`src/cpu16_macros.svh`:
```
`ifndef CPU16_MACROS_SVH
`define CPU16_MACROS_SVH

////////////////////////////////////////////////////////////////////////
// Core dimensions
////////////////////////////////////////////////////////////////////////

// Register and bus word width
`define CPU16_DATA_W 16

// General purpose registers, r0 included
`define CPU16_REGS 16

// Data memory words, addressed by the low address bits
`define CPU16_DMEM_DEPTH 256

// Inline immediate field {ext, src}
`define CPU16_IMM_W 8

`endif
```
`src/data_mem.sv`:
```
`timescale 1ns/1ns
`default_nettype none
`include "cpu16_macros.svh"

module data_mem (
  input  logic                                 clk,
  input  logic                                 we,
  input  logic [$clog2(`CPU16_DMEM_DEPTH)-1:0] addr,
  input  logic [`CPU16_DATA_W-1:0]             w_data,
  output logic [`CPU16_DATA_W-1:0]             r_data
);

  logic [`CPU16_DATA_W-1:0] mem [`CPU16_DMEM_DEPTH];

  assign r_data = mem[addr];  // Read same cycle

  always_ff @(posedge clk) begin
    if (we) mem[addr] <= w_data;
  end

endmodule

`default_nettype wire

```
`config.mk`:
```
export PLATFORM = sky130hd
export DESIGN_NAME = data_mem
export DESIGN_NICKNAME = d
export VERILOG_FILES = /design/src/data_mem.sv
export VERILOG_INCLUDE_DIRS = /design/src
export SDC_FILE = /design/constraint.sdc
export NUM_CORES = 2
export LEC_CHECK = 0
export BUFFER_PORTS_ARGS = -buffer_cell sky130_fd_sc_hd__buf_2
export CAP_MARGIN = 20
export CORE_MARGIN = 4
export CORE_UTILIZATION = 55
export DETAILED_ROUTE_END_ITERATION = 12
export GPL_ROUTABILITY_DRIVEN = 0
export PLACE_DENSITY_LB_ADDON = 0.1
export SETUP_SLACK_MARGIN = 0.3
export SLEW_MARGIN = 20
export SYNTH_ARGS = -nofsm -noshare
export SYNTH_HDL_FRONTEND = slang
export SYNTH_SLANG_ARGS = --single-unit
```
`constraint.sdc`:
```
create_clock -name clk -period 3.64 [get_ports clk]
set_clock_uncertainty 0.2 [all_clocks]
set_input_delay 0.364 -clock clk [delete_from_list [all_inputs] [get_ports clk]]
set_output_delay 0.364 -clock clk [all_outputs]
set_load 0.02 [all_outputs]
```
==> flow_summary.yaml <==
grt:
  met1_usage_pct: 41.0
  first_global_vias: 76900
  busiest_layer: "met2"
  grt_usage_pct: 27.7
  grt_pass1_wl_um: 577000
  grt_max_degree: 130
  grtUsageMet3_pct: 4.42
  antenna_found_initial: 18
  use_met2_pct: 43.2
  grt_overflow: 0
die:
  num_rows: 194
  die_y_um: 539
  dieArea_mm2: 0.291
  core_area_mm2: 0.280
  ios: 42
  fp.dieW_um: 539
  start_util_pct: 55.4
setup_path:
  crit_arrival_ns: 3.70
  crit_buf_inv: 3
  crit_fanout: 1
  crit_top_cell: "buf_4"
  max_stage_delay_ns: 0.55
  crit_chain: "mux4_2 > a22oi_1 > a21oi_1 > o41ai_1 > buf_4 > nand4_1 > buf_4 > buf_6"
  startpoint_type: "flop"
  cp_data_required_time_ns: 3.08
  slowest_stage: "o41ai_1"
  path_delay_family: "compound AO/OA/AOI/OAI gates"
  cp-end-kind: "output port"
  worstSetupPathType: "reg -> out"
power_and_ir_drop:
  p_leak_nw: 57.7
  cellPowerDensity_mw_per_mm2: 534
  finalPower_mw: 97.8
  vdd_ir_drop_max_uv: 558
synth:
  synth.distinct_cells: 21
  ys_seq_area_share_pct: 79.3
  ys_seq_elements: 4096
  synthMuxAreaShare_pct: 14.9
  yosys.area_share.simple_pct: 0.909
  syn_area_mm2: 0.155
  synth_xor_area_share_pct: 0
  synth_nets: 6737
  synth_top_family_by_area: "multiplexers"
  synthAdderAreaFrac_pct: 0
  ys_warn_count: 0
  synthCells: 6711
  synth_compound_area_share_pct: 3.67
  avgSynthCellArea_um2: 23.1
detailed_routing:
  postRouteAntennaNets: 0
  vias: 76900
  drc_errors: 0
  drtPass1Iterations: 6
  drt_iter0_drc: 10200
  routed_wl_um: 402000
  wire_per_inst_um: 33.9
  routed_via_density: 6.49
timing:
  rsz0062_at_grt: "yes"
  slew_violations: 0
  finalCriticalPeriod_ns: 4.26
  setup_viol: 16
  layout_setup_ws_ns: -0.624
  tightest_slew_ns: 1.18
  worst_slew_margin_rel_pct: 21.5
  clock.fmax_ghz: 0.235
  finalCritPeriodShare_pct: 117
  fin_setup_tns_ns: -5.64
  hold_viol: 0
final_layout:
  drive_above_1_share_pct: 37.4
  largest_reg_flops: 4096
  fin_nets: 7797
  layout_commonest_cell: "edfxtp_1"
  area_growth_pct: 18.2
  top_register: "mem"
  reg_top3: "mem x4096"
  final_cells: 11800
  mostFrequentLayoutCells: "edfxtp_1, mux4_2, buf_4"
cts:
  cts_tree: "yes"
  htreeDepth: 5
  cts_buffers: 408
  root_buffer: "clkbuf_16"
  cts_buffer_depth: 4
  clk_pin_slew_ns: 0.06
  clock-sinks: 4096
run_status:
  status: "complete, but fails checks"
  violations: "setup timing"
hold_path:
  hold_path_end: "mem[100][1]"
  min_path_type: "in -> reg"
  whs_path_depth: 5
  hold_path_startpoint: "addr[7]"
placement:
  place_ws_ns: -1.41
  place_inst: 11100
  portBuffers: 41
  dp_hpwl_um: 246000
flow_run:
  max-cap-violations: 0
[timing repair]
| action | CTS | global route |
|---|---|---|
| hold endpoints to repair | 1818 | 0 |
| gates cloned | 1 | 1 |
| pin swaps | 97 | 64 |
| hold buffers | 16 | 0 |
| resized for setup | 272 | 119 |
| endpoints found under the setup margin | 16 | 16 |
| buffers inserted | 0 | 9 |
[tightest hold or removal path, stage by stage]
cell	delay (ns)
buf_2	0.15
nor2b_2	0.17
nand2_1	0.11
buf_4	0.25
nor2_1	0.10
[how the worst max path moves through the flow]
stage | startpoint | end | slack [ns] | depth (start not counted)
detailed placement | addr[0] | r_data[10] | -1.41 | 10
floorplan | addr[0] | mem[145][0] | 0.38 | 7
CTS | mem[138][10] | r_data[10] | -0.75 | 7
global route | mem[107][10] | r_data[10] | -0.73 | 8
global placement | addr[0] | r_data[10] | -1.48 | 10
finish | mem[107][10] | r_data[10] | -0.62 | 8
[layout make-up]
type                    count  area (um^2)
well taps                3724         4660
flip-flops and latches   4096       123000
repair buffers           1070        10500
multi-input cells        2194        32400
clock inverters           259         2190
diodes                     10         25.0
inverters                   1         3.75
clock buffers             484        10600
fillers                 18100        96800
[cells in the mapped netlist, drive strengths merged]
cell type | number | share of area [%]
a21oi | 256 | 0.83
a22oi | 512 | 2.5
and2 | 3 | 0.012
buf | 171 | 0.63
clkbuf | 249 | 0.60
edfxtp | 4096 | 79
inv | 1 | 0.0024
mux4 | 1024 | 15
nand2 | 28 | 0.068
nand2b | 6 | 0.024
nand3 | 13 | 0.042
nand4 | 16 | 0.065
nor2 | 232 | 0.56
nor2b | 7 | 0.028
nor3 | 30 | 0.097
o41ai | 64 | 0.36
or2 | 2 | 0.0081
or3 | 1 | 0.0040
[power breakdown]
group / internal [mW] / leakage [nW] / switching, mW
Sequential: 52.0 / 36.8 / 0.0214
Combinational: 2.15 / 14.7 / 3.30
Clock: 22.8 / 6.26 / 17.5
[logic make-up after synthesis]
logic type | Yosys count
mux | 1024
buf+inv | 421
compound gates | 832
simple gates | 338
flops | 4096
[per-layer routing]
metal,share of wire [%],vias up,routed length (um)
met2,48,3683,193000
met4,3.6,4,14600
met5,0.0067,-,27
li1,-,31100,-
met3,8.7,631,34800
met1,40,41400,160000
[per-stage QoR]
step | hold slack (ns) | cell area, um^2 | util [%]
after floorplan | 0.263 | 155000 | -
after global placement | 0.574 | 168000 | 60.1
after detailed placement | 0.585 | 168000 | 60.1
after CTS | 0.102 | 183000 | 65.2
after global routing | 0.194 | 183000 | 65.4
final | 0.198 | 183000 | 65.4
Note: power is estimated with default switching activity, not from simulation.
