File: src/cpu16_macros.svh
`ifndef CPU16_MACROS_SVH
`define CPU16_MACROS_SVH

////////////////////////////////////////////////////////////////////////
// Core dimensions
////////////////////////////////////////////////////////////////////////

// Register and bus word width
`define CPU16_DATA_W 16

// General purpose registers, r0 included
`define CPU16_REGS 16

// Data memory words, addressed by the low address bits
`define CPU16_DMEM_DEPTH 256

// Inline immediate field {ext, src}
`define CPU16_IMM_W 8

`endif
File: src/cpu16_isa_pkg.sv
`default_nettype none
`include "cpu16_macros.svh"

package cpu16_isa_pkg;

  localparam int REG_AW = $clog2(`CPU16_REGS);

  // Major opcode in bits 15:12
  typedef enum logic [3:0] {
    OP_REGISTER = 4'b0000,
    OP_SPECIAL  = 4'b0100,
    OP_SHIFT    = 4'b1000,
    OP_CMPI     = 4'b1011,
    OP_BCOND    = 4'b1100
  } opcode_e;

  // Extension in bits 7:4
  typedef enum logic [3:0] {
    EXT_LOAD  = 4'b0000,
    EXT_STORE = 4'b0100,
    EXT_JAL   = 4'b1000,
    EXT_CMP   = 4'b1011,
    EXT_JCOND = 4'b1100
  } ext_e;
  localparam ext_e EXT_LSH = EXT_STORE;  // Same code, under the SHIFT opcode

  typedef enum logic [3:0] {
    ALU_AND  = 4'b0001, ALU_OR   = 4'b0010, ALU_XOR  = 4'b0011,
    ALU_ADD  = 4'b0101, ALU_ADDU = 4'b0110, ALU_ADDC = 4'b0111,
    ALU_SHIFT = 4'b1000,
    ALU_SUB  = 4'b1001, ALU_SUBC = 4'b1010, ALU_CMP  = 4'b1011,
    ALU_MOV  = 4'b1101
  } alu_op_e;

  typedef enum logic [1:0] {PC_HOLD, PC_INC, PC_BRANCH, PC_JMP} pc_op_e;

  // Condition codes, carried in the dest field
  typedef enum logic [3:0] {
    COND_EQ, COND_NE, COND_CS, COND_CC,
    COND_HI, COND_LS, COND_GT, COND_LE,
    COND_FS, COND_FC, COND_LO, COND_HS,
    COND_LT, COND_GE, COND_UC, COND_NV
  } cond_e;

  typedef struct packed {
    logic c;  // Carry or borrow
    logic l;  // Unsigned less, from CMP
    logic f;  // Signed overflow
    logic z;  // Zero or equal
    logic n;  // Negative or signed less
  } flags_t;

  typedef struct packed {
    alu_op_e                 alu_op;
    logic [REG_AW-1:0]       a_reg;    // Dest, cond, link or store source
    logic [REG_AW-1:0]       b_reg;    // Source, address or jump target
    logic [`CPU16_IMM_W-1:0] imm;
    pc_op_e                  pc_op;
    logic                    pc_cond;  // Apply pc_op only if cond holds
    logic                    imm_en;
    logic                    mem_rd_en;
    logic                    alu_result_en;
    logic                    pc_result_en;
    logic                    reg_wr_en;
    logic                    mem_wr_en;
    logic                    alu_flag_en;
  } ctrl_t;

endpackage

`default_nettype wire

File: src/control.sv
`timescale 1ns/1ns
`default_nettype none
`include "cpu16_macros.svh"

// Instruction formats
//   arith  {0000  rdest aluop rsrc }    arithI {aluop rdest immh  imml }
//   LSH    {1000  rdest 0100  ramnt}    LSHI   {1000  rdest 000s  imm  }
//   CMP    {0000  rdest 1011  rsrc }    CMPI   {1011  rdest immh  imml }
//   LOAD   {0100  rdest 0000  raddr}    STORE  {0100  rsrc  0100  raddr}
//   Bcond  {1100  cond  disph displ}    Jcond  {0100  cond  1100  rtrgt}
//   JAL    {0100  rlink 1000  rtrgt}

module control import cpu16_isa_pkg::*; (
  input  logic [`CPU16_DATA_W-1:0] inst,
  output ctrl_t                    ctrl
);

  opcode_e           op;
  logic [REG_AW-1:0] dest;
  ext_e              ext;
  logic [REG_AW-1:0] src;

  assign op   = opcode_e'(inst[15:12]);
  assign dest = inst[11:8];
  assign ext  = ext_e'(inst[7:4]);
  assign src  = inst[3:0];

  always_comb begin
    ctrl = '0;

    //////////////////////////////////////////////////////////////////////
    // Fields taken straight from the word
    //////////////////////////////////////////////////////////////////////
    ctrl.alu_op = (op == OP_REGISTER) ? alu_op_e'(ext) : alu_op_e'(op);
    ctrl.a_reg  = dest;
    ctrl.b_reg  = src;
    ctrl.imm    = {ext, src};
    ctrl.pc_op  = PC_INC;  // Default fall through

    //////////////////////////////////////////////////////////////////////
    // Enables per instruction class
    //////////////////////////////////////////////////////////////////////
    case (op)
      OP_BCOND: begin
        ctrl.pc_cond = 1'b1;
        ctrl.pc_op   = PC_BRANCH;  // pc + displacement
      end
      OP_CMPI: begin
        ctrl.imm_en      = 1'b1;
        ctrl.alu_flag_en = 1'b1;   // Flags only, no writeback
      end
      OP_SHIFT: begin
        ctrl.imm_en        = (ext != EXT_LSH);  // LSHI carries the amount inline
        ctrl.alu_result_en = 1'b1;
        ctrl.reg_wr_en     = 1'b1;
      end
      OP_SPECIAL: begin
        case (ext)
          EXT_JCOND: begin
            ctrl.pc_cond = 1'b1;
            ctrl.pc_op   = PC_JMP;
          end
          EXT_JAL: begin
            ctrl.pc_result_en = 1'b1;  // Link value pc+1
            ctrl.reg_wr_en    = 1'b1;
            ctrl.pc_op        = PC_JMP;
          end
          EXT_LOAD: begin
            ctrl.mem_rd_en = 1'b1;     // mem[b_reg] -> a_reg
            ctrl.reg_wr_en = 1'b1;
          end
          EXT_STORE: begin
            ctrl.mem_wr_en = 1'b1;     // a_reg -> mem[b_reg]
          end
          default: begin
            // Unknown extension, retires as a no-op
          end
        endcase
      end
      OP_REGISTER: begin
        ctrl.alu_flag_en = 1'b1;
        if (ext != EXT_CMP) begin
          ctrl.alu_result_en = 1'b1;
          ctrl.reg_wr_en     = 1'b1;
        end
      end
      default: begin  // Remaining opcodes are immediate ALU ops
        ctrl.imm_en        = 1'b1;
        ctrl.alu_flag_en   = 1'b1;
        ctrl.alu_result_en = 1'b1;
        ctrl.reg_wr_en     = 1'b1;
      end
    endcase
  end

endmodule

`default_nettype wire

File: config.mk
export PLATFORM = sky130hd
export DESIGN_NAME = control
export DESIGN_NICKNAME = d
export VERILOG_FILES = /design/src/cpu16_isa_pkg.sv /design/src/control.sv
export VERILOG_INCLUDE_DIRS = /design/src
export SDC_FILE = /design/constraint.sdc
export NUM_CORES = 1
export LEC_CHECK = 0
export BUFFER_PORTS_ARGS = -buffer_cell sky130_fd_sc_hd__buf_2
export CAP_MARGIN = 10
export CORE_AREA = 2 2 39 41
export DETAILED_ROUTE_END_ITERATION = 12
export DIE_AREA = 0 0 41 43
export GPL_TIMING_DRIVEN = 0
export PLACE_DENSITY = 0.66
export SKIP_LAST_GASP = 1
export SLEW_MARGIN = 20
export SYNTH_ARGS = -nofsm -noshare
export SYNTH_HDL_FRONTEND = slang
export SYNTH_SLANG_ARGS = --single-unit
File: constraint.sdc
create_clock -name vclk -period 1.98
set_clock_uncertainty 0.1 [all_clocks]
set_input_delay 0.198 -clock vclk [all_inputs]
set_output_delay 0.198 -clock vclk [all_outputs]
set_load 0.01 [all_outputs]
==> metrics.csv <==
stage;metric;value;unit
yosys;Mapped Avg Cell Area;7.13;um^2
finish;Post-Route Utilization;37.3;%
route;Via Count;407;
yosys;Yosys cell types;18;
setup_path;Critical Path AT;1.16;ns
floorplanning;core area;1380;um^2
finish;# clk buffers;0;
setup_path;critical path class;in2out;
sta;Final Max Tran Viols;0;
floorplanning;Starting Density;22.2;%
sta;Max Fclk;685;MHz
finish;sequential cells;0;
place;pre-CTS setup slack;0.517;ns
yosys;Synthesized Nets;59;
finish;layout cell share with drive strength beyond 1;74.1;%
hold_path;hold path depth;2;
setup_path;Worst Path Max Fanout;6;
finish;Area growth, synth to finish;68.6;%
grt;vias in the first global route;331;
yosys;Ys Warns;0;
finish;commonest non-fill, non-tap cell in the layout;buf_2;
yosys;Seq/Total Area, Yosys;0;%
yosys;post-synth design cell area;307;um^2
setup_path;Critical Path Stages;5;
setup_path;Critical Path RT;1.68;ns
route;post-route ant nets;0;
clocking;Post-CTS Repair Setup Buffers;0;
clocking;cts hold-fix bufs;0;
route;drt pass-1 iters;2;
setup_path;slowest cell on the critical path;nor2_1;
yosys;top post-synthesis cells by area;buf_4, a21o_1, nor4_4;
finish;most frequent cells in the layout;buf_2, buf_4, nor2_1, nand2_1, a21o_1;
clocking;PostCTS Resize Cnt;0;
route;via/cell ratio;4.20;
sta;unrepaired setup endpoints after global routing;false;
job;# Max-Cap Violations;0;
setup_path;crit-path max cell delay;0.30;ns
yosys;Gate Count Post-Synth;43;
floorplanning;die area;1760;um^2
place;dpl hpwl;771;um
route;Routed WL;884;um
sta;setup ws final;0.521;ns
power;Power Density;206;nW/um^2
sta;final setup fails;0;
sta;setup TNS;0;ns
setup_path;Worst setup EP type;output port;
grt;first-pass GRT wire length;1300;um
floorplanning;# IOs;46;
setup_path;startpoint types;input pin;
setup_path;crit-path cells;buf_2 > nor2_1 > nand3_1 > o211ai_2 > buf_2;
yosys;cell taking the most area after synthesis;buf_4;
route;Wirelength per Cell;9.11;um
power;Max IR drop VDD;0.0000700;V
setup_path;Crit path max-delay family;simple AND/OR/NAND/NOR gates;
sta;Hold Vio Cnt, Final;0;
sta;Final period util;73.7;%
route;Iter 0 DRT Violations;1;
setup_path;most frequent CP cell;buf_2;
floorplanning;Die H;43;um
sta;worst-margin pin slew;0.347;ns
grt;initial antenna violation count;0;
grt;GRT Overall Usage;9.59;%
place;PortBufs;38;
finish;Diodes inserted;0;
finish;Seq. cell area;0;um^2
yosys;top cell type's share of synthesized area;39.2;%
route;DRC;0;
floorplanning;Row Count;14;
finish;fill cell count;157;
hold_path;worst min path class;in2out;
floorplanning;chip width;41;um
sta;minimum clock period;1.46;ns
sta;Slew headroom;76.8;%
setup_path;CP bufs+invs;2;
power;Leakage;0.000308;uW
grt;largest net degree at the start of global routing;9;
status;status;completed;
finish;post-layout net count;99;
grt;total grt overflow;0;
place;GP Congestion;0.730;
-- cell usage after synthesis (all sizes together) --
cell and number:
buf 16, a21o 4, nand2 3, nor2 3
nor3 3, o21ai 3, nand2b 2, nand3 2
and2 1, inv 1, mux2 1, nand4 1
nand4b 1, nor4 1, o211ai 1
-- cell type report --
class,instances,area (um^2),area share [%]
multi-input combinational,26,183,35.4
tap,16,20.0,3.87
buffer,16,120,23.2
timing repair buffer,38,190,36.8
inverter,1,3.75,0.726
-- layer usage --
layer / global-route usage, % / vias to the layer above / share of wire, % / wire [um]
li1: - / 212 / - / -
met1: 11.4 / 171 / 39 / 348
met2: 18.4 / 24 / 50 / 440
met3: 0.524 / 0 / 11 / 95
met4: 0 / 0 / 0 / 0
met5: 0 / - / 0 / 0
-- logic make-up (layout without fill, tap and decap cells) --
kind of cell / count (synthesis) / after routing / share of synthesized area [%]
buffers and inverters: 17 / 55 / 40.4
AOI/OAI and AO/OA: 8 / 8 / 19.2
muxes: 1 / 1 / 4.90
and+or+nand+nor: 17 / 17 / 35.5
-- worst paths after layout --
check | from | endpoint | slack (ns)
max | inst[12] | ctrl[2] | 0.52
min | inst[0] | ctrl[10] | 0.48
-- stage by stage --
stage | cell area (um^2) | total power (uW) | std cells | hold WS (ns)
floorplan | 307 | 59.6 | 43 | 0.329
global placement | 517 | 106 | 97 | 0.480
detailed placement | 517 | 108 | 97 | 0.480
CTS | 517 | 108 | 97 | 0.480
global route | 517 | 118 | 97 | 0.485
finish | 517 | 107 | 97 | 0.479
-- report_power, final --
group	internal, uW	switching (uW)	leakage (uW)
logic	55.6	51.0	0.000308
registers	0	0	0
clock network	0	0	0
No activity file was read; power rests on OpenSTA's default activity.
