`src/cpu16_macros.svh`:
```
`ifndef CPU16_MACROS_SVH
`define CPU16_MACROS_SVH

////////////////////////////////////////////////////////////////////////
// Core dimensions
////////////////////////////////////////////////////////////////////////

// Register and bus word width
`define CPU16_DATA_W 16

// General purpose registers, r0 included
`define CPU16_REGS 16

// Data memory words, addressed by the low address bits
`define CPU16_DMEM_DEPTH 256

// Inline immediate field {ext, src}
`define CPU16_IMM_W 8

`endif
```
`src/cpu16_isa_pkg.sv`:
```
`default_nettype none
`include "cpu16_macros.svh"

package cpu16_isa_pkg;

  localparam int REG_AW = $clog2(`CPU16_REGS);

  // Major opcode in bits 15:12
  typedef enum logic [3:0] {
    OP_REGISTER = 4'b0000,
    OP_SPECIAL  = 4'b0100,
    OP_SHIFT    = 4'b1000,
    OP_CMPI     = 4'b1011,
    OP_BCOND    = 4'b1100
  } opcode_e;

  // Extension in bits 7:4
  typedef enum logic [3:0] {
    EXT_LOAD  = 4'b0000,
    EXT_STORE = 4'b0100,
    EXT_JAL   = 4'b1000,
    EXT_CMP   = 4'b1011,
    EXT_JCOND = 4'b1100
  } ext_e;
  localparam ext_e EXT_LSH = EXT_STORE;  // Same code, under the SHIFT opcode

  typedef enum logic [3:0] {
    ALU_AND  = 4'b0001, ALU_OR   = 4'b0010, ALU_XOR  = 4'b0011,
    ALU_ADD  = 4'b0101, ALU_ADDU = 4'b0110, ALU_ADDC = 4'b0111,
    ALU_SHIFT = 4'b1000,
    ALU_SUB  = 4'b1001, ALU_SUBC = 4'b1010, ALU_CMP  = 4'b1011,
    ALU_MOV  = 4'b1101
  } alu_op_e;

  typedef enum logic [1:0] {PC_HOLD, PC_INC, PC_BRANCH, PC_JMP} pc_op_e;

  // Condition codes, carried in the dest field
  typedef enum logic [3:0] {
    COND_EQ, COND_NE, COND_CS, COND_CC,
    COND_HI, COND_LS, COND_GT, COND_LE,
    COND_FS, COND_FC, COND_LO, COND_HS,
    COND_LT, COND_GE, COND_UC, COND_NV
  } cond_e;

  typedef struct packed {
    logic c;  // Carry or borrow
    logic l;  // Unsigned less, from CMP
    logic f;  // Signed overflow
    logic z;  // Zero or equal
    logic n;  // Negative or signed less
  } flags_t;

  typedef struct packed {
    alu_op_e                 alu_op;
    logic [REG_AW-1:0]       a_reg;    // Dest, cond, link or store source
    logic [REG_AW-1:0]       b_reg;    // Source, address or jump target
    logic [`CPU16_IMM_W-1:0] imm;
    pc_op_e                  pc_op;
    logic                    pc_cond;  // Apply pc_op only if cond holds
    logic                    imm_en;
    logic                    mem_rd_en;
    logic                    alu_result_en;
    logic                    pc_result_en;
    logic                    reg_wr_en;
    logic                    mem_wr_en;
    logic                    alu_flag_en;
  } ctrl_t;

endpackage

`default_nettype wire

```
`src/alu.sv`:
```
`timescale 1ns/1ns
`default_nettype none
`include "cpu16_macros.svh"

module alu import cpu16_isa_pkg::*; (
  input  logic                     clk,
  input  logic                     rst,
  input  logic [`CPU16_DATA_W-1:0] a,        // Dest register value
  input  logic [`CPU16_DATA_W-1:0] b,        // Source register or immediate
  input  alu_op_e                  op,
  input  logic                     flag_en,
  input  logic                     commit,
  output logic [`CPU16_DATA_W-1:0] result,
  output flags_t                   flags
);

  localparam int W = `CPU16_DATA_W;

  logic [W:0] sum;        // Carry or borrow in the top bit
  logic [4:0] shamt;      // Signed shift amount
  flags_t     flags_nx;

  assign shamt = b[4:0];

  always_comb begin
    sum      = '0;
    result   = a;         // Unknown ops leave the register as is
    flags_nx = flags;     // Bits an op does not touch are kept
    case (op)
      ALU_AND: result = a & b;
      ALU_OR:  result = a | b;
      ALU_XOR: result = a ^ b;
      ALU_MOV: result = b;
      ALU_ADD, ALU_ADDU, ALU_ADDC: begin
        sum    = {1'b0, a} + {1'b0, b} + (W + 1)'((op == ALU_ADDC) & flags.c);
        result = sum[W-1:0];
        if (op != ALU_ADDU) begin  // ADDU leaves flags alone
          flags_nx.c = sum[W];
          flags_nx.f = (a[W-1] == b[W-1]) && (result[W-1] != a[W-1]);
          flags_nx.z = (result == '0);
          flags_nx.n = result[W-1];
        end
      end
      ALU_SUB, ALU_SUBC: begin
        sum        = {1'b0, a} - {1'b0, b} - (W + 1)'((op == ALU_SUBC) & flags.c);
        result     = sum[W-1:0];
        flags_nx.c = sum[W];  // Borrow out
        flags_nx.f = (a[W-1] != b[W-1]) && (result[W-1] != a[W-1]);
        flags_nx.z = (result == '0);
        flags_nx.n = result[W-1];
      end
      ALU_CMP: begin
        sum        = {1'b0, a} - {1'b0, b};
        result     = sum[W-1:0];
        flags_nx.z = (a == b);
        flags_nx.l = (b < a);                  // Unsigned
        flags_nx.n = ($signed(b) < $signed(a));
        flags_nx.f = (a[W-1] != b[W-1]) && (result[W-1] != a[W-1]);
      end
      ALU_SHIFT: begin
        if (shamt[4]) result = a >> 5'(~shamt + 5'd1);  // Negative, right
        else          result = a << shamt;
      end
      default: begin
      end
    endcase
  end

  // Flag register
  always_ff @(posedge clk) begin
    if (rst)                   flags <= '0;
    else if (commit && flag_en) flags <= flags_nx;
  end

endmodule

`default_nettype wire

```
`config.mk`:
```
export PLATFORM = sky130hd
export DESIGN_NAME = alu
export DESIGN_NICKNAME = d
export VERILOG_FILES = /design/src/cpu16_isa_pkg.sv /design/src/alu.sv
export VERILOG_INCLUDE_DIRS = /design/src
export SDC_FILE = /design/constraint.sdc
export NUM_CORES = 1
export LEC_CHECK = 0
export BUFFER_PORTS_ARGS = -buffer_cell sky130_fd_sc_hd__clkbuf_2
export CAP_MARGIN = 25
export CELL_PAD_IN_SITES_DETAIL_PLACEMENT = 0
export CELL_PAD_IN_SITES_GLOBAL_PLACEMENT = 1
export CORE_MARGIN = 2
export CORE_UTILIZATION = 45
export CTS_CLUSTER_DIAMETER = 50
export CTS_CLUSTER_SIZE = 14
export DETAILED_ROUTE_END_ITERATION = 8
export HOLD_SLACK_MARGIN = 0.06
export PLACE_DENSITY = 0.87
export SYNTH_ARGS = -nofsm -noshare
export SYNTH_HDL_FRONTEND = slang
export SYNTH_SLANG_ARGS = --single-unit
```
`constraint.sdc`:
```
create_clock -name clk -period 4.3 [get_ports clk]
set_input_delay 0 -clock clk [delete_from_list [all_inputs] [get_ports clk]]
set_output_delay 0 -clock clk [all_outputs]
set_load 0.01 [all_outputs]
```
==> flow_metrics.py <==
metrics = {
    "timing": {
        "rsz0062_at_grt": "false",
        "clock_skew_ns": 0.00208,
        "tns_ns": 0,
        "max_freq_mhz": 269,
        "max-slew-margin-rel": 0.334,
        "worstMarginPinSlew_ns": 0.991,
        "slew_violations": 0,
        "hold_violations": 0,
        "min_period_ns": 3.71,
        "setup_violations": 0,
        "period_share": 0.863,
    },
    "clock_tree": {
        "clkTransAtPathRegs_ns": 0.03,
        "ctsHoldBuffers": 2,
        "cts_buffer_depth": 2,
        "post_cts_resized": 0,
        "postCtsSetupBuffers": 0,
        "cts-root-buf": "clkbuf_16",
        "cts_num_sinks": 5,
        "cts_buffers": 3,
        "htreeDepth": 1,
        "clock_latency_ns": 0.23,
        "cts_tree": "built",
    },
    "final_layout": {
        "nets": 926,
        "area_delta_synth_final_pct": 9.03,
        "drive_above_1_share": 0.163,
        "largest_register": "flags",
        "largest_reg_flops": 5,
        "antenna_cells": 0,
        "stdcell_area_sq_mm": 0.00606,
        "top_regs": "flags: 5 flops",
    },
    "critical_path": {
        "start_kind": "input port",
        "cp_top_family": "compound AO/OA/AOI/OAI gates",
        "crit_type": "in2out",
        "critical_path_depth": 13,
        "worstPathArrival_ns": 3.71,
        "cpPeakStageDelay_ns": 0.58,
        "cp_slowest_cell": "ha_1",
        "timing.critical_path.buf_inv": 3,
        "path_max_fanout": 12,
        "cp-end-kind": "primary output",
        "r2r_cells": 14,
        "critPathRequiredTime_ns": 4.30,
        "path_cells": "clkbuf_2 > clkinv_1 > ha_1 > nor4_1 > o31a_1 > nor3_2 > o221ai_2 > mux2i_1 > o2111ai_1 > nor3b_2 > mux2i_1 > a21oi_1 > clkbuf_2",
    },
    "logic_synthesis": {
        "synth_edf_count": 0,
        "yosys.area_share.adder": 0.162,
        "synth_top_family_by_area": "compound AO/OA/AOI/OAI gates",
        "synth.area.top_cells": "ha_1 (15%), mux4_2 (7.7%), nor2_1 (6.0%)",
        "synth-compound-area-share": 0.310,
        "syn_area_sq_mm": 0.00555,
        "avgSynthCellArea_sq_um": 7.12,
        "synth_commonest_cells": "nor2_1 (89), nand2_1 (70), ha_1 (67)",
        "synth.distinct_cells": 86,
        "synth_mux_area_frac": 0.113,
        "synth_most_common_cell": "nor2_1",
        "ys_ff_latch": 5,
        "yosys.area_share.simple": 0.259,
        "yosysWarningCount": 0,
        "ys_async_sr_fraction": 0,
        "yosys.area.top_type": "ha_1",
        "synthCells": 780,
        "yosysTopAreaCellShare": 0.151,
        "synthXorXnorAreaFrac": 0.0629,
        "synth_fp_nets": 890,
        "synth_top_flop_cell": "dfxtp_1",
        "ys_seq_area_frac": 0.0180,
    },
    "routing": {
        "routed_via_density": 6.76,
        "drc": 0,
        "vias": 6503,
        "drt.antenna.violating_nets": 0,
        "finalWirelength_um": 22900,
        "firstDrtPassIters": 6,
        "routedWlPerCell_um": 23.8,
        "drt_iter0_drc": 693,
    },
    "global_route": {
        "grt_use_total": 0.336,
        "grt_max_degree": 34,
        "antenna_found_initial": 0,
        "grt_pass1_vias": 6123,
        "grt-ovfl-total": 0,
        "grt_pass1_wl_um": 34600,
    },
    "place": {
        "dp.final_hpwl_um": 17900,
        "dpl_cell_area_sq_mm": 0.00596,
        "place.gp.congestion": 1.01,
        "numPortBuffers": 60,
    },
    "power_and_ir_drop": {
        "ir_drop_mv": 0.0956,
        "powerDensity_mw_per_mm2": 182,
        "p_leak_nw": 2.53,
    },
    "die": {
        "fp.dieH_um": 115,
        "initial_utilization": 0.462,
        "die_area_sq_mm": 0.0132,
        "core_sq_mm": 0.0120,
        "dieWidth_um": 115,
        "rows": 40,
        "num_io_pins": 61,
    },
    "min_path": {
        "min_path_type": "in2reg",
        "min_path_cells": 2,
    },
    "run": {
        "drv_cap": 0,
    },
    "status": {
        "status": "complete, no violations",
    },
}
[worst reg2reg max path: stages (launching register included)]
cell     delay (ns)
dfxtp_1        0.36
and4_1         0.24
fa_1           0.23
inv_1          0.07
fa_1           0.45
nor2b_1        0.19
o31ai_1        0.09
buf_4          0.16
a22oi_1        0.18
xor2_1         0.11
or3b_1         0.39
nor4_1         0.31
nor4b_1        0.33
a41oi_1        0.16
o31ai_1        0.08
[final timing paths]
kind	from	end	slack, ns
min reg2reg	flags[3]	flags[3]	0.52
min	rst	flags[3]	0.1
max	b[3]	result[15]	0.59
max reg2reg	flags[4]	flags[1]	0.89
[cell usage in the layout (no fill, tap or decap), types with 13 or more instances in the layout]
cell type / instances
nand2_1: 70
a21oi_1: 52
ha_1: 67
o211ai_1: 16
inv_1: 48
mux2i_1: 20
o21ai_0: 36
nor3_1: 23
xnor2_1: 26
nor2_1: 89
clkbuf_2: 60
o22ai_1: 13
a221oi_1: 14
buf_4: 20
mux4_2: 19
nor2b_1: 17
[layer usage]
metal,share of wire,wire (um),track usage,up-vias
li1,-,-,-,2983
met1,0.43,9740,0.451,3091
met2,0.46,10700,0.563,372
met3,0.074,1700,0.0348,57
met4,0.036,827,0.116,0
met5,0,0,0,-
[report_power, final]
part | total, mW | internal, mW | switching (mW) | leakage [nW]
Combinational | 0.896 | 0.331 | 0.565 | 2.45
Sequential | 0.0487 | 0.0478 | 0.000865 | 0.0405
Clock | 0.156 | 0.123 | 0.0330 | 0.0382
[cell families (layout without fill, tap and decap cells)]
kind of cell	Yosys count	after routing
buf+inv	101	136
xor+xnor	39	39
flops	5	5
fa+ha+maj	70	70
mux	39	39
compound gates	242	242
simple gates	284	284
[stage by stage]
stage / worst slack, ns / cells / hold slack (ns) / total power [mW] / utilization
floorplan: 0.634 / 780 / 0.145 / 0.655 / -
global placement: 0.679 / 955 / 0.267 / 0.913 / 0.495
detailed placement: 0.611 / 956 / 0.273 / 0.917 / 0.496
CTS: 0.661 / 962 / 0.0959 / 1.08 / 0.504
global route: 0.326 / 962 / 0.111 / 1.17 / 0.504
finish: 0.589 / 962 / 0.0957 / 1.10 / 0.504
[cell type report]
class,instances,area [sq um]
inverters,50,188
multi-input cells,674,5030
flip-flops and latches,5,100
repair buffers,82,470
well taps,147,184
clock buffers,4,78.8
fillers,1207,5960
No activity file was read; power rests on OpenSTA's default activity.
