===== src/cpu16_macros.svh =====
`ifndef CPU16_MACROS_SVH
`define CPU16_MACROS_SVH

////////////////////////////////////////////////////////////////////////
// Core dimensions
////////////////////////////////////////////////////////////////////////

// Register and bus word width
`define CPU16_DATA_W 16

// General purpose registers, r0 included
`define CPU16_REGS 16

// Data memory words, addressed by the low address bits
`define CPU16_DMEM_DEPTH 256

// Inline immediate field {ext, src}
`define CPU16_IMM_W 8

`endif

===== src/reg_file.sv =====
`timescale 1ns/1ns
`default_nettype none
`include "cpu16_macros.svh"

module reg_file (
  input  logic                           clk,
  input  logic                           rst,
  input  logic                           we,      // Already qualified by commit
  input  logic [$clog2(`CPU16_REGS)-1:0] a_addr,
  input  logic [$clog2(`CPU16_REGS)-1:0] b_addr,
  input  logic [$clog2(`CPU16_REGS)-1:0] w_addr,
  input  logic [`CPU16_DATA_W-1:0]       w_data,
  output logic [`CPU16_DATA_W-1:0]       a_data,
  output logic [`CPU16_DATA_W-1:0]       b_data
);

  logic [`CPU16_DATA_W-1:0] regs [`CPU16_REGS];

  // Two async read ports
  assign a_data = regs[a_addr];
  assign b_data = regs[b_addr];

  always_ff @(posedge clk) begin
    if (rst)     regs <= '{default: '0};
    else if (we) regs[w_addr] <= w_data;
  end

endmodule

`default_nettype wire


===== config.mk =====
export PLATFORM = sky130hd
export DESIGN_NAME = reg_file
export DESIGN_NICKNAME = d
export VERILOG_FILES = /design/src/reg_file.sv
export VERILOG_INCLUDE_DIRS = /design/src
export SDC_FILE = /design/constraint.sdc
export NUM_CORES = 1
export LEC_CHECK = 0
export ABC_AREA = 1
export BUFFER_PORTS_ARGS = -buffer_cell sky130_fd_sc_hd__buf_2
export CORE_ASPECT_RATIO = 0.75
export CORE_MARGIN = 5
export CORE_UTILIZATION = 35
export DETAILED_ROUTE_END_ITERATION = 10
export GPL_TIMING_DRIVEN = 1
export PLACE_DENSITY = 0.47
export SLEW_MARGIN = 20
export SYNTH_ARGS = -nofsm -noshare
export SYNTH_HDL_FRONTEND = slang
export SYNTH_SLANG_ARGS = --single-unit

===== constraint.sdc =====
create_clock -name clk -period 1.8 [get_ports clk]
set_input_delay 0.36 -clock clk [delete_from_list [all_inputs] [get_ports clk]]
set_output_delay 0.36 -clock clk [all_outputs]
set_load 0.02 [all_outputs]

==> impl_metrics.ini, run 1 <==
[global_route]
grt_pass1_wl_mm = 98.1
grt_pass1_vias = 15251
grtUsageMet2_pct = 41.7
grt_max_degree = 63
grt-busiest-layer = met2
antenna_found_initial = 3
grt_util_met1_pct = 41.3
use_met3_pct = 3.93
overflow = 0
grt_usage_pct = 27.5

[layout]
finalInstanceArea_um2 = 19900
drive_gt1_share_pct = 38.5
fin_cells = 3103
fillers = 4128
fin_nets = 2549
fin_util_pct = 48.4
syn2layout_area_growth_pct = 35.6
largest-register = regs
seq_area_um2 = 5370
reg_top3 = regs (256)
multi_input_area_um2 = 8970
largest_reg_flops = 256

[timing]
maxSlewViolCount = 0
tns_ns = -2.13
hold_viol_final = 0
slew_headroom_pct = 56.9
fin_ws_ns = -0.104
fin_worst_skew_ns = 0
setup_viol = 32
fin_crit_sh_pct = 106
rsz0062_at_grt = true
worst_slew_pin_slew_ns = 0.645
period_needed_ns = 1.90
final.hold.worst_slack_ns = 0.200
fmax_mhz = 525

[synth]
yosysTopAreaCellShare_pct = 35.0
synth.top_cells.by_area = dfxtp_1, nand2_1, nand3_1
avgSynthCellArea_um2 = 5.98
synthDistinctLibCells = 19
synth_nets = 2479
syn_inst = 2448
synthFlopType = dfxtp_1
synth-seq-cells = 256
netlist_area_um2 = 14600
yosysMostFrequentCell = nand2_1
synth_seq_area_share_pct = 35.0
post-synth-top-area-cell = dfxtp_1
synth_common_cells = nand2_1, nand3_1, inv_1, dfxtp_1, a21oi_1
ys_async_sr_fraction_pct = 0
synth-edff-count = 0
yosys_warnings = 0

[die]
start_util_pct = 35.7
rows = 64
ios = 63
dieArea_um2 = 46100
chipWidth_um = 246
core_um2 = 41100
fp.dieH_um = 187

[routing]
viasPerCell = 5.34
post_drt_wl_per_cell_um = 21.4
drc = 0
dr.pass1.iters = 6
drt-initial-drc-count = 1559
postRouteAntennaNets = 0
drt_wl_total_mm = 66.4
dr_total_vias = 16559

[critical_path]
critPathMaxStageDelay_ns = 0.30
crit_path_start = regs[196]
crit_top_cell = nand3_2
cp_max_fo = 3
ff2ff_path_depth = 4
worstPathArrival_ns = 1.54
critical-path-top-delay-family = simple AND/OR/NAND/NOR gates
critical_path_class = reg2out
required_ns = 1.44
slowest_stage = dfxtp_1
crit_path_start_kind = flop
r2r_start = regs[115]
path_buf_inv = 2
r2r-end = regs[115]
regToRegSetupSlack_ns = 1.00
path_cells = inv_1 -> nand2_1 -> nand3_1 -> nand3_2 -> nand3_2 -> nand2_2 -> buf_6
cp-end-kind = primary output

[worst_hold_path]
min_from = w_data[13]
hold_path.class = in2reg
holdPathStages = 3
min_to = regs[125]

[place]
port_buffers = 62
place_inst = 3017
place_area_um2 = 16600
gp_congestion = 0.904
dpl.hpwl_mm = 43.7
dp_slack_ns = -0.188

[pwr]
vdd_drop_max_mv = 0.693
power_frac_seq_pct = 37.7
sw_frac_of_total_pct = 29.5
p_per_area_nw_per_um2 = 776
power_switching_mw = 4.55
p_leak_nw = 8.50
clockPowerShare_pct = 43.4
finalPower_mw = 15.4
p_int_mw = 10.9
combPwrFrac_pct = 18.9

[clocking]
clk_latency_ns = 0.59
numCtsBuffers = 30
clock_sinks = 256
cts_tree = done
htreeDepth = 1
clock_path_buffers = 3
clk_pin_slew_ns = 0.06
clock-root-buffer = clkbuf_16

[status]
violations = setup timing
outcome = finished with violations

[run]
drv_cap = 0
==> logic make-up after synthesis <==
logic type / synth area share, %
AND/OR/NAND/NOR: 41.7
AO/OA/AOI/OAI: 10.1
flip-flops: 35.0
buffers and inverters: 13.2
==> cells in the final DEF, fill, tap and decap left out <==
master        n
nand2_1     810
nand3_1     245
nand3_2     198
dfxtp_2     194
inv_2       183
a21oi_1     176
buf_4       113
inv_1        99
nand2_2      87
nor2_1       83
a211oi_1     80
dfxtp_1      62
buf_12       52
buf_6        37
clkbuf_16    32
buf_2        27
nand3_4      13
clkbuf_1      7
nand2_4       6
clkinv_2      6
buf_16        6
bufinv_16     5
clkbuf_8      5
nor2_4        4
inv_8         2
inv_4         2
nor2_2        2
nor3_4        2
diode_2       1
inv_6         1
clkinvlp_4    1
bufbuf_16     1
==> repair_timing <==
| action | CTS | global route |
|---|---|---|
| pin swaps | 130 | 145 |
| buffers inserted | 7 | 19 |
| cloned | 3 | 1 |
| endpoints found under the setup margin | 32 | 32 |
| hold buffers | 0 | 0 |
| gates resized for setup | 439 | 319 |
==> worst reg2reg max path, delay by kind of cell (launching register included) <==
family	cells	cell delay [ns]
AOI/OAI and AO/OA	1	0.06
buffers and inverters	2	0.24
DFF	1	0.33
and+or+nand+nor	1	0.06
==> metal layers <==
layer / vias up / routed length, µm
met4: 2 / 1710
met1: 7825 / 31000
met2: 716 / 28300
met3: 118 / 5360
li1: 7898 / -
met5: - / 13
==> power groups by stage <==
stage | clock (mW) | sequential [mW] | combinational, mW
floorplan | 0 | 5.91 | 1.34
global placement | 0 | 5.91 | 2.35
detailed placement | 0 | 5.91 | 2.36
CTS | 6.81 | 5.80 | 2.68
global route | 7.01 | 5.81 | 3.09
finish | 6.69 | 5.81 | 2.91
==> worst max path at each step <==
stage                       endpoint  slack, ns  depth (start not counted)
after floorplan           a_data[13]       0.18                          8
after global placement    a_data[12]      -0.19                         10
after detailed placement  a_data[12]      -0.19                         10
after CTS                  b_data[1]      -0.14                          7
after global routing       b_data[1]      -0.19                          7
final                      b_data[4]      -0.10                          7
==> layout make-up <==
type	instances	share of cell area, %
timing repair buffer	238	13.5
clock buffer	42	4.31
clock inverter	13	1.00
sequential	256	27.0
antenna	1	0.0126
multi-input combinational	1706	45.2
inverter	286	5.49
tap	561	3.53
Power figures use the tool's default switching activity.
==> run 2: changes to the inputs <==
CORE_UTILIZATION = 45   (was 35)
CTS_CLUSTER_DIAMETER = 200   (was unset)
PLACE_DENSITY = 0.58   (was 0.47)
==> run 2 against run 1 <==
  * The run still ends with setup timing left
  * Worst hold slack gained 0.017 ns
  * Setup slack got worse by 0.022 ns
  * Sequential power hardly changed
  * Largest power group unchanged
  * Register-to-register slack gained 0.02 ns
==> impl_metrics.ini, run 2 (synthesis results as in run 1) <==
[global_route]
grt_pass1_wl_mm = 92.0
overflow = 0
grt_usage_pct = 32.1
grt_max_degree = 56
grt_pass1_vias = 15262
antenna_found_initial = 4

[critical_path]
slowest_stage = dfxtp_2
r2r-end = regs[7]
critical-path-top-delay-family = simple AND/OR/NAND/NOR gates
worstPathArrival_ns = 1.57
required_ns = 1.44
regToRegSetupSlack_ns = 1.02
cp_max_fo = 3
crit_path_start_kind = flop
critPathMaxStageDelay_ns = 0.32
ff2ff_path_depth = 3
r2r_start = regs[7]
path_buf_inv = 2
cp-end-kind = primary output
crit_top_cell = nand3_2
critical_path_class = reg2out
path_cells = inv_2 -> nand2_1 -> nand3_2 -> nand3_2 -> nand3_2 -> nand2_2 -> buf_6

[timing]
slew_headroom_pct = 66.6
setup_viol = 32
rsz0062_at_grt = true
fin_ws_ns = -0.126
worst_slew_pin_slew_ns = 0.500
period_needed_ns = 1.93
fin_crit_sh_pct = 107
fin_worst_skew_ns = 0
maxSlewViolCount = 0
fmax_mhz = 519
hold_viol_final = 0

[clocking]
cts_tree = done
clock-root-buffer = clkbuf_16
clock_sinks = 256
clk_pin_slew_ns = 0.06
numCtsBuffers = 28
clock_path_buffers = 3
clk_latency_ns = 0.57
htreeDepth = 1

[die]
start_util_pct = 45.4
fp.dieH_um = 166
ios = 63
chipWidth_um = 218
rows = 57
core_um2 = 32200
dieArea_um2 = 36300

[routing]
dr_total_vias = 16699
dr.pass1.iters = 6
postRouteAntennaNets = 0
viasPerCell = 5.71
post_drt_wl_per_cell_um = 21.1
drc = 0
drt_wl_total_mm = 61.7
drt-initial-drc-count = 1990

[layout]
syn2layout_area_growth_pct = 30.9
fin_nets = 2495
fin_util_pct = 59.5
drive_gt1_share_pct = 38.7
fillers = 3093
reg_top3 = regs (256)
largest_reg_flops = 256
layout_commonest_cell = nand2_1
largest-register = regs
layout_common_cells = nand2_1, nand3_2, nand3_1

[run]
drv_cap = 0

[place]
dp_slack_ns = -0.117
port_buffers = 62
dpl.hpwl_mm = 38.8
gp_congestion = 0.912

[status]
violations = setup timing
outcome = finished with violations

[pwr]
p_per_area_nw_per_um2 = 762
p_leak_nw = 8.16
vdd_drop_max_mv = 0.673
finalPower_mw = 14.6

[worst_hold_path]
min_to = regs[155]
hold_path.class = in2reg
holdPathStages = 3
min_from = w_data[11]
[run 2: cell count changes in the layout (fill, tap and decap cells not counted), sizes merged]
cell / delta
buf: -52
bufinv: -4
clkbuf: -1
clkinvlp: -1
inv: -1
[run 2: what timing repair did]
item | in CTS | in global routing
endpoints found under the setup margin | 32 | 32
cloned | 1 | 1
hold buffers | 0 | 0
resized for setup | 466 | 321
pin swaps | 152 | 160
setup buffers | 0 | 13
[run 2: per-layer routing]
| metal | GRT usage, % | share of wire (%) | up-vias |
|---|---|---|---|
| met2 | 49.0 | 44 | 888 |
| met3 | 5.90 | 11 | 166 |
| li1 | - | - | 7755 |
| met5 | 0 | 0.021 | - |
| met4 | 10.8 | 3.6 | 2 |
| met1 | 45.8 | 42 | 7888 |
[run 2: worst max-delay path by stage]
stage	start	end	slack, ns	depth (start not counted)
after detailed placement	b_addr[0]	b_data[2]	-0.12	9
after global routing	regs[72]	b_data[8]	-0.15	7
after CTS	regs[207]	b_data[15]	-0.13	7
after global placement	b_addr[0]	b_data[15]	-0.13	9
final	regs[72]	b_data[8]	-0.13	7
after floorplan	a_addr[0]	a_data[13]	0.18	8
[run 2: report_power, final]
group          internal, mW  leakage (nW)  switching [mW]
Sequential             5.76          2.16          0.0458
Clock                  3.45         0.469            2.54
Combinational         0.983          5.53            1.83
Total                  10.2          8.16            4.41
[run 2: worst min-delay path: cells and delay by family]
kind | cells | cell delay, ns
AO/OA/AOI/OAI | 1 | 0.05
AND/OR/NAND/NOR | 1 | 0.11
buffers and inverters | 1 | 0.22
[run 2: final cells by class]
type                       instances  area, µm²  share of cell area [%]
antenna                            1       2.50                  0.0130
timing repair buffer             186       2020                    10.5
tap                              442        553                    2.88
sequential                       256       5360                    28.0
multi-input combinational       1706       9220                    48.1
inverter                         286       1090                    5.66
clock inverter                     7       60.1                   0.313
clock buffer                      41        871                    4.54
[run 2: per-stage QoR]
stage | TNS, ns | std cells | hold slack, ns | area (µm²)
floorplan | 0 | 2448 | 0.439 | 14600
global route | -3.67 | 2924 | 0.214 | 19200
detailed placement | -2.51 | 2861 | 0.451 | 16000
global placement | -2.29 | 2861 | 0.448 | 16000
CTS | -2.21 | 2910 | 0.195 | 18100
finish | -2.15 | 2925 | 0.217 | 19200
