[src/cpu16_macros.svh]
`ifndef CPU16_MACROS_SVH
`define CPU16_MACROS_SVH

////////////////////////////////////////////////////////////////////////
// Core dimensions
////////////////////////////////////////////////////////////////////////

// Register and bus word width
`define CPU16_DATA_W 16

// General purpose registers, r0 included
`define CPU16_REGS 16

// Data memory words, addressed by the low address bits
`define CPU16_DMEM_DEPTH 256

// Inline immediate field {ext, src}
`define CPU16_IMM_W 8

`endif
[src/cpu16_isa_pkg.sv]
`default_nettype none
`include "cpu16_macros.svh"

package cpu16_isa_pkg;

  localparam int REG_AW = $clog2(`CPU16_REGS);

  // Major opcode in bits 15:12
  typedef enum logic [3:0] {
    OP_REGISTER = 4'b0000,
    OP_SPECIAL  = 4'b0100,
    OP_SHIFT    = 4'b1000,
    OP_CMPI     = 4'b1011,
    OP_BCOND    = 4'b1100
  } opcode_e;

  // Extension in bits 7:4
  typedef enum logic [3:0] {
    EXT_LOAD  = 4'b0000,
    EXT_STORE = 4'b0100,
    EXT_JAL   = 4'b1000,
    EXT_CMP   = 4'b1011,
    EXT_JCOND = 4'b1100
  } ext_e;
  localparam ext_e EXT_LSH = EXT_STORE;  // Same code, under the SHIFT opcode

  typedef enum logic [3:0] {
    ALU_AND  = 4'b0001, ALU_OR   = 4'b0010, ALU_XOR  = 4'b0011,
    ALU_ADD  = 4'b0101, ALU_ADDU = 4'b0110, ALU_ADDC = 4'b0111,
    ALU_SHIFT = 4'b1000,
    ALU_SUB  = 4'b1001, ALU_SUBC = 4'b1010, ALU_CMP  = 4'b1011,
    ALU_MOV  = 4'b1101
  } alu_op_e;

  typedef enum logic [1:0] {PC_HOLD, PC_INC, PC_BRANCH, PC_JMP} pc_op_e;

  // Condition codes, carried in the dest field
  typedef enum logic [3:0] {
    COND_EQ, COND_NE, COND_CS, COND_CC,
    COND_HI, COND_LS, COND_GT, COND_LE,
    COND_FS, COND_FC, COND_LO, COND_HS,
    COND_LT, COND_GE, COND_UC, COND_NV
  } cond_e;

  typedef struct packed {
    logic c;  // Carry or borrow
    logic l;  // Unsigned less, from CMP
    logic f;  // Signed overflow
    logic z;  // Zero or equal
    logic n;  // Negative or signed less
  } flags_t;

  typedef struct packed {
    alu_op_e                 alu_op;
    logic [REG_AW-1:0]       a_reg;    // Dest, cond, link or store source
    logic [REG_AW-1:0]       b_reg;    // Source, address or jump target
    logic [`CPU16_IMM_W-1:0] imm;
    pc_op_e                  pc_op;
    logic                    pc_cond;  // Apply pc_op only if cond holds
    logic                    imm_en;
    logic                    mem_rd_en;
    logic                    alu_result_en;
    logic                    pc_result_en;
    logic                    reg_wr_en;
    logic                    mem_wr_en;
    logic                    alu_flag_en;
  } ctrl_t;

endpackage

`default_nettype wire

[src/pc_unit.sv]
`timescale 1ns/1ns
`default_nettype none
`include "cpu16_macros.svh"

module pc_unit import cpu16_isa_pkg::*; (
  input  logic                     clk,
  input  logic                     rst,
  input  logic                     commit,
  input  pc_op_e                   pc_op,
  input  logic                     pc_cond,
  input  cond_e                    cond,
  input  flags_t                   flags,
  input  logic [`CPU16_IMM_W-1:0]  imm,      // Branch displacement
  input  logic [`CPU16_DATA_W-1:0] target,   // Jump target register
  output logic [`CPU16_DATA_W-1:0] pc,
  output logic [`CPU16_DATA_W-1:0] next_pc
);

  localparam int W     = `CPU16_DATA_W;
  localparam int IMM_W = `CPU16_IMM_W;

  logic         cond_true;
  logic [W-1:0] pc_inc;

  assign pc_inc = pc + 1'b1;

  always_comb begin
    case (cond)
      COND_EQ: cond_true = flags.z;
      COND_NE: cond_true = !flags.z;
      COND_CS: cond_true = flags.c;
      COND_CC: cond_true = !flags.c;
      COND_HI: cond_true = flags.l;
      COND_LS: cond_true = !flags.l;
      COND_GT: cond_true = flags.n;
      COND_LE: cond_true = !flags.n;
      COND_FS: cond_true = flags.f;
      COND_FC: cond_true = !flags.f;
      COND_LO: cond_true = !flags.z && !flags.l;
      COND_HS: cond_true = flags.z || flags.l;
      COND_LT: cond_true = !flags.z && !flags.n;
      COND_GE: cond_true = flags.z || flags.n;
      COND_UC: cond_true = 1'b1;  // Always
      default: cond_true = 1'b0;  // NV
    endcase
  end

  // Next pc select, failed condition falls through
  always_comb begin
    if (pc_cond && !cond_true) begin
      next_pc = pc_inc;
    end else begin
      case (pc_op)
        PC_HOLD:   next_pc = pc;
        PC_INC:    next_pc = pc_inc;
        PC_BRANCH: next_pc = pc + {{(W - IMM_W){imm[IMM_W-1]}}, imm};
        default:   next_pc = target;
      endcase
    end
  end

  always_ff @(posedge clk) begin
    if (rst)         pc <= '0;
    else if (commit) pc <= next_pc;
  end

endmodule

`default_nettype wire

[config.mk]
export PLATFORM = sky130hd
export DESIGN_NAME = pc_unit
export DESIGN_NICKNAME = d
export VERILOG_FILES = /design/src/cpu16_isa_pkg.sv /design/src/pc_unit.sv
export VERILOG_INCLUDE_DIRS = /design/src
export SDC_FILE = /design/constraint.sdc
export NUM_CORES = 1
export LEC_CHECK = 0
export ABC_AREA = 1
export ABC_CLOCK_PERIOD_IN_PS = 2000
export BUFFER_PORTS_ARGS = -buffer_cell sky130_fd_sc_hd__buf_2
export CORE_UTILIZATION = 45
export DETAILED_ROUTE_END_ITERATION = 12
export GPL_ROUTABILITY_DRIVEN = 0
export PLACE_DENSITY = 0.7
export SLEW_MARGIN = 0
export SYNTH_ARGS = -nofsm -noshare
export SYNTH_HDL_FRONTEND = slang
export SYNTH_SLANG_ARGS = --single-unit
export TNS_END_PERCENT = 10
[constraint.sdc]
create_clock -name clk -period 2 [get_ports clk]
set_input_delay 0.1 -clock clk [delete_from_list [all_inputs] [get_ports clk]]
set_output_delay 0.1 -clock clk [all_outputs]
set_load 0.02 [all_outputs]
==> results.md, run 1 <==
- First-pass iteration count of the detailed router: 6
- Core ar.: 6030 um^2
- Fin. Hold Viols: 0
- FMAX: 0.454 GHz
- Number of global-route vias before repair: 3408
- Hold crit path type: in -> reg
- # DRC: 0
- Clock Tree Buf Depth: 2
- Setup_tns: -1710 ps
- Core Rows: 28
- Hold buffer count at CTS: 0
- Nets@finish: 712
- Dpl hpwl: 7.36 mm
- PD cells: 472 nW/um^2
- Slowest stage cell, crit path: fa_2
- Pwr Total: 0.00187 W
- Crit path max-delay family: simple AND/OR/NAND/NOR gates
- Fin util: 65.9%
- Setup CP Type: reg -> out
- TritonCTS Sinks: 16
- Synthesis-to-layout area growth: 39.1%
- WP buf/inv: 4
- Synth area leader: nand2_1
- Biggest register: pc
- GRT Total Usage: 30.5%
- Top flop regs: pc (16)
- Die Wd: 81.7 um
- Yosys reg bits: 16
- Required time of the critical path: 1900 ps
- Clk Latency, worst-skew pair: 260 ps
- Max Cap Viol: 0
- Max reg flops: 16
- Vias per Instance: 5.23
- RSZ-0062 raised after global routing: yes
- Fin crit share: 110%
- Worst slew pin tran: 557 ps
- Mean routed wirelength per cell: 13.7 um
- CTS Root Cell: clkbuf_8
- Area contributors post-synth: nand2_1 29%, inv_1 13%, dfxtp_1 11%, nand3_1 11%, ha_1 7.0%
- Mean Syn Cell Area: 5.09 um^2
- Sequential area share after synthesis: 11.2%
- Die span in y: 81.7 um
- Buffers on Ports: 70
- Outcome: finished with violations
- ANT cells: 0
- CP max stage delay: 390 ps
- Failing checks: setup timing
- Final worst setup slack: -205 ps
- WL final: 9.97 mm
- Most frequent cell on the critical path: nand3_2
- Net count after synthesis: 617
- Wire length of the first global-routing pass: 15.6 mm
- CP endpoint kind: output pin
- H-tree lvl count: 1
- Ys Warns: 0
- Max-slew violations: 0
- Largest net degree at the start of global routing: 20
- Mapped cell area: 2860 um^2
- Fillers: 588
- Worst-path clk slew: 70 ps
- Lkg Pwr: 2.26 nW
- CTS tree: built
- Post-route ant nets: 0
- Crit path max fanout: 4
- Number of CTS-inserted buffers: 3
- Fin crit period: 2210 ps
- Peak VDD IR: 0.000373 V
- IO Pins: 71
- DR vias: 3816
- Starting Density: 47.4%
- Cell Chain, Critical Path: ha_4 -> inv_2 -> fa_2 -> inv_4 -> buf_6 -> nand3_2 -> nand4_1 -> nand3_2 -> nand2_2 -> nand3_2 -> nand2_1 -> buf_4
- Count of cell types in the netlist: 30
- Hold_ws: 263 ps
- Crit start category: flip-flop
- Worst EP arrival: 2110 ps
- Skew final: 6.34 ps
- Area occupied by multi-input gates: 2480 um^2
- Share of cells above drive strength 1: 31.0%
- Initial antenna violation count: 0
- Place WS: -47.9 ps
- Die area: 6670 um^2
- Mapped Cells: 561
- Top-area cell type share of the netlist area: 29.2%
- Global route overflow: 0
- Setup violators final: 13
- Slew margin rel.: 62.8%
- Iter 0 DRT Violations: 207
- Register area: 337 um^2
==> what timing repair did <==
| action | in CTS | in global routing |
|---|---|---|
| setup endpoints to repair | 12 | 17 |
| gates resized for setup | 58 | 47 |
| pin swaps | 5 | 21 |
| setup buffers | 2 | 1 |
==> cell usage in the layout (no fill, tap or decap), types with 5 or more instances in the layout <==
cell type / netlist / routed
o21ai_0: 23 / 22
nor3_1: 5 / 5
buf_4: 1 / 33
a21oi_1: 24 / 22
clkinv_1: 6 / 5
nand3_2: 2 / 19
ha_4: 0 / 12
nand3_1: 60 / 39
or2_2: 13 / 13
inv_1: 98 / 95
nand2_1: 222 / 200
dfxtp_2: 0 / 10
nand2_2: 0 / 20
buf_2: 1 / 60
dfxtp_1: 16 / 5
nor2_1: 28 / 27
buf_6: 1 / 7
xor2_1: 6 / 6
nand4_1: 7 / 7
==> where the power goes <==
part	switching (W)	internal (W)	leakage, nW
Combinational	0.000738	0.000478	2.10
Clock	0.000131	0.000134	0.0216
Sequential	0.0000409	0.000352	0.136
Total	0.000910	0.000965	2.26
==> routing by layer <==
layer	up-vias	share of wire (%)	global-route usage [%]
met3	15	6.9	2.11
met1	1716	44	39.5
li1	1944	-	-
met4	0	1.5	7.89
met2	141	48	54.3
met5	-	0	0
==> worst paths after layout <==
check	from	to	slack (ps)	cells past startpoint
hold / removal	commit	pc[8]$_SDFFE_PP0P_	260	2
hold reg to reg	pc[1]$_SDFFE_PP0P_	pc[1]$_SDFFE_PP0P_	650	4
setup reg to reg	pc[0]$_SDFFE_PP0P_	pc[6]$_SDFFE_PP0P_	60	14
setup / recovery	pc[0]$_SDFFE_PP0P_	next_pc[10]	-210	12
==> synthesized netlist by cell type, drive strengths merged <==
cell	instances
nand2	222
inv	99
nand3	62
nor2	31
o21ai	28
a21oi	24
dfxtp	16
ha	16
or2	16
nor3	8
nand4	7
clkbuf	6
clkinv	6
xor2	6
o2111ai	5
buf	4
and2	2
nand3b	2
fa	1
==> cell families after synthesis <==
group                      synth area share, %
AOI/OAI and AO/OA                         10.9
xor gates and xnor gates                  1.84
adders and majority gates                 7.71
buffers and inverters                     15.6
DFF                                       11.2
and+or+nand+nor                           52.8
==> stage by stage <==
| stage | cell area [um^2] | instances |
|---|---|---|
| 3_3_place_gp | 3450 | 723 |
| 5_1_grt | 3970 | 729 |
| 6_report | 3970 | 729 |
| 3_5_place_dp | 3450 | 723 |
| 2_1_floorplan | 2860 | 561 |
| 4_1_cts | 3800 | 728 |
==> area by class of cell <==
type	count	share of cell area [%]
Multi-Input combinational cell	430	62.4
Timing Repair Buffer	100	15.8
Inverter	105	9.98
Sequential cell	16	8.47
Tap cell	75	2.36
Clock buffer	3	1.04
==> worst register-to-register path, delay by kind of cell, from the launching register on <==
kind / cells / cell delay, ps
compound gates: 2 / 160
fa+ha+maj: 2 / 520
buf+inv: 4 / 370
flops: 1 / 370
simple gates: 6 / 450
(Power assumes the default switching activity.)
==> run 2: changes to the inputs <==
--- a/config.mk
+++ b/config.mk
@@ -9,11 +9,12 @@
 export ABC_AREA = 1
 export ABC_CLOCK_PERIOD_IN_PS = 2000
 export BUFFER_PORTS_ARGS = -buffer_cell sky130_fd_sc_hd__buf_2
+export CORE_ASPECT_RATIO = 1.5
 export CORE_UTILIZATION = 45
 export DETAILED_ROUTE_END_ITERATION = 12
 export GPL_ROUTABILITY_DRIVEN = 0
 export PLACE_DENSITY = 0.7
-export SLEW_MARGIN = 0
+export SLEW_MARGIN = 20
 export SYNTH_ARGS = -nofsm -noshare
 export SYNTH_HDL_FRONTEND = slang
 export SYNTH_SLANG_ARGS = --single-unit
==> run 2 against run 1 <==
Net effect: the flow still finishes with violations (setup timing); die area barely moved; sequential power fell by 4%; cell count fell by 0.69%; via count fell by 1.7%; fmax rose by 1.6%; first-iteration DRC count fell by 18%; count of clock-buffer cells in the layout did not move; cell area fell by 3.1%; clock power barely moved; setup slack improved by 36 ps; highest routed layer unchanged.
==> results.md, run 2 (synthesized netlist as in run 1, its figures left out) <==
- Outcome: finished with violations
- Failing checks: setup timing
- Setup CP Type: reg -> out
- Vias per Instance: 5.18 (-1.0%)
- Worst setup path start: pc[0]$_SDFFE_PP0P_
- Crit start category: flip-flop
- Dpl hpwl: 7.56 mm (+2.8%)
- Max reg flops: 16 (unchanged)
- CTS tree: built
- Number of global-route vias before repair: 3638 (+6.7%)
- Die area: 6670 um^2 (about the same)
- CP endpoint kind: output pin
- Starting Density: 46.6% (-0.81 points)
- Share of power burned in registers: 20.8% (-0.2 points)
- PD cells: 472 nW/um^2 (about the same)
- Required time of the critical path: 1900 ps (about the same)
- Fin crit share: 108% (-1.8 points)
- Cell-internal power: 0.000932 W (-3.4%)
- FF-to-FF End: pc[6]$_SDFFE_PP0P_
- Worst EP arrival: 2070 ps (-40 ps)
- Die span in y: 99.6 um (+22%)
- Most frequent cells in the layout: 205 x nand2_1, 96 x inv_1, 59 x buf_2, 50 x nand3_1, 32 x buf_4
- Post-Layout Cell Count: 724 (-0.69%)
- Core ar.: 6130 um^2 (+1.7%)
- First-pass iteration count of the detailed router: 4 (-2)
- CTS Root Cell: clkbuf_8
- Mean routed wirelength per cell: 13.3 um (-3.0%)
- Clk network pwr share: 14.7% (+0.5 points)
- Global route overflow: 0 (unchanged)
- FMAX: 0.461 GHz (+1.6%)
- Die Wd: 67.0 um (-18%)
- Critical Path Sink: next_pc[10]
- Dpl cells: 720 (-0.41%)
- Iter 0 DRT Violations: 169 (-18%)
- H-tree lvl count: 1 (unchanged)
- # DRC: 0 (unchanged)
- DR vias: 3751 (-1.7%)
- Share of cells above drive strength 1: 27.8% (-3.2 points)
- Worst-path clk slew: 80 ps (about the same)
- Combinational power share: 64.5% (-0.3 points)
- Buffers on Ports: 70 (unchanged)
- Reg2Reg Launch Point: pc[0]$_SDFFE_PP0P_
- Setup violators final: 12 (-1)
- Place WS: -2.97 ps (+44.9 ps)
- Largest net degree at the start of global routing: 20 (unchanged)
- Fin util: 62.8% (-3.2 points)
- Fin crit period: 2170 ps (-35.6 ps)
- R2r setup slk: 110 ps (+50 ps)
- Min-Delay Startpoint: target[10]
- RSZ-0062 raised after global routing: yes
- GRT Total Usage: 30.2% (-0.32 points)
- Clock Tree Buf Depth: 2 (unchanged)
- Synthesis-to-layout area growth: 34.8%
- Core Rows: 35 (+25%)
- Peak VDD IR: 0.000262 V (-30%)
- Final worst setup slack: -169 ps (+35.6 ps)
- IO Pins: 71 (unchanged)
- Wire length of the first global-routing pass: 15.6 mm (+0.14%)
- Hold crit path type: in -> reg
- Nets@finish: 708 (-0.56%)
- Fin. Hold Viols: 0 (unchanged)
- Number of CTS-inserted buffers: 3 (unchanged)
- Biggest register: pc
- Setup_tns: -1110 ps (+597 ps)
- Post-route ant nets: 0 (unchanged)
- Crit path max fanout: 4 (unchanged)
- Worst reg2reg path depth: 13 (-1)
- WL final: 9.61 mm (-3.7%)
- Initial antenna violation count: 0 (unchanged)
- Lkg Pwr: 2.18 nW (-3.3%)
- ANT cells: 0 (unchanged)
- Slew margin rel.: 66.9% (+4.1 points)
- Top flop regs: pc (16)
- Max Cap Viol: 0 (unchanged)
- Commonest non-fill, non-tap cell in the layout: nand2_1
- Worst slew pin tran: 495 ps (-61.5 ps)
- TritonCTS Sinks: 16 (unchanged)
- Clk Latency, worst-skew pair: 260 ps (about the same)
- Sw power: 0.000884 W (-2.9%)
- Max-slew violations: 0 (unchanged)
- Skew final: 6.07 ps (-0.266 ps)
- Sw Share: 48.7% (+0.13 points)
==> run 2: cell count changes in the layout (fill, tap and decap cells not counted), sizes merged <==
cell    before  now
buf        100   96
clkinv       5    6
inv        100   99
==> run 2: how the worst min path moves through the flow <==
| stage | endpoint | slack (ps) | cells past startpoint |
|---|---|---|---|
| 3_5_place_dp | pc[10]$_SDFFE_PP0P_ | 550 | 6 |
| 6_report | pc[10]$_SDFFE_PP0P_ | 280 | 6 |
| 5_1_grt | pc[8]$_SDFFE_PP0P_ | 320 | 2 |
| 4_1_cts | pc[10]$_SDFFE_PP0P_ | 280 | 6 |
| 3_3_place_gp | pc[10]$_SDFFE_PP0P_ | 540 | 6 |
| 2_1_floorplan | pc[0]$_SDFFE_PP0P_ | 250 | 3 |
==> run 2: layout make-up <==
type                    count  area (um^2)
clock buffers               3         41.3
fillers                   610         2280
inverters                 105          394
multi-input cells         430         2400
flip-flops and latches     16          328
well taps                  74         92.6
repair buffers             96          592
==> run 2: repair_timing <==
| item | 4_1_cts | 5_1_grt |
|---|---|---|
| setup endpoints to repair | 12 | 19 |
| endpoints found under the hold margin | 0 | 0 |
| setup buffers | 1 | 0 |
| hold buffers | 0 | 0 |
| resized for setup | 39 | 46 |
| pin swaps | 8 | 10 |
==> run 2: critical path, cell delays in order (launching register included) <==
cell,delay [ps]
dfxtp_2,350
ha_4,120
inv_1,40
fa_2,330
inv_2,80
buf_4,110
nand3_1,120
nand4_1,140
nand3_1,110
nand2_1,90
nand3_1,80
nand2_1,80
buf_4,140
==> run 2: through the flow <==
step           hold slack (ps)  power [W]  area, um^2
6_report                   278    0.00182        3850
5_1_grt                    319    0.00195        3850
4_1_cts                    281    0.00172        3660
3_5_place_dp               545    0.00138        3440
3_3_place_gp               542    0.00137        3440
2_1_floorplan              249    0.00105        2860
==> run 2: layer usage <==
| layer | up-vias | GRT usage, % | share of wire (%) |
|---|---|---|---|
| met5 | - | 0 | 0 |
| met4 | 0 | 9.33 | 2.0 |
| met3 | 20 | 1.72 | 5.5 |
| met2 | 116 | 58.2 | 53 |
| met1 | 1676 | 33.6 | 39 |
| li1 | 1939 | - | - |
==> run 2: power groups by stage <==
stage          Sequential, W  Clock, W  Combinational, W
3_3_place_gp        0.000376         0          0.000990
3_5_place_dp        0.000377         0           0.00101
2_1_floorplan       0.000427         0          0.000624
5_1_grt             0.000381  0.000280           0.00129
6_report            0.000378  0.000266           0.00117
4_1_cts             0.000375  0.000269           0.00108
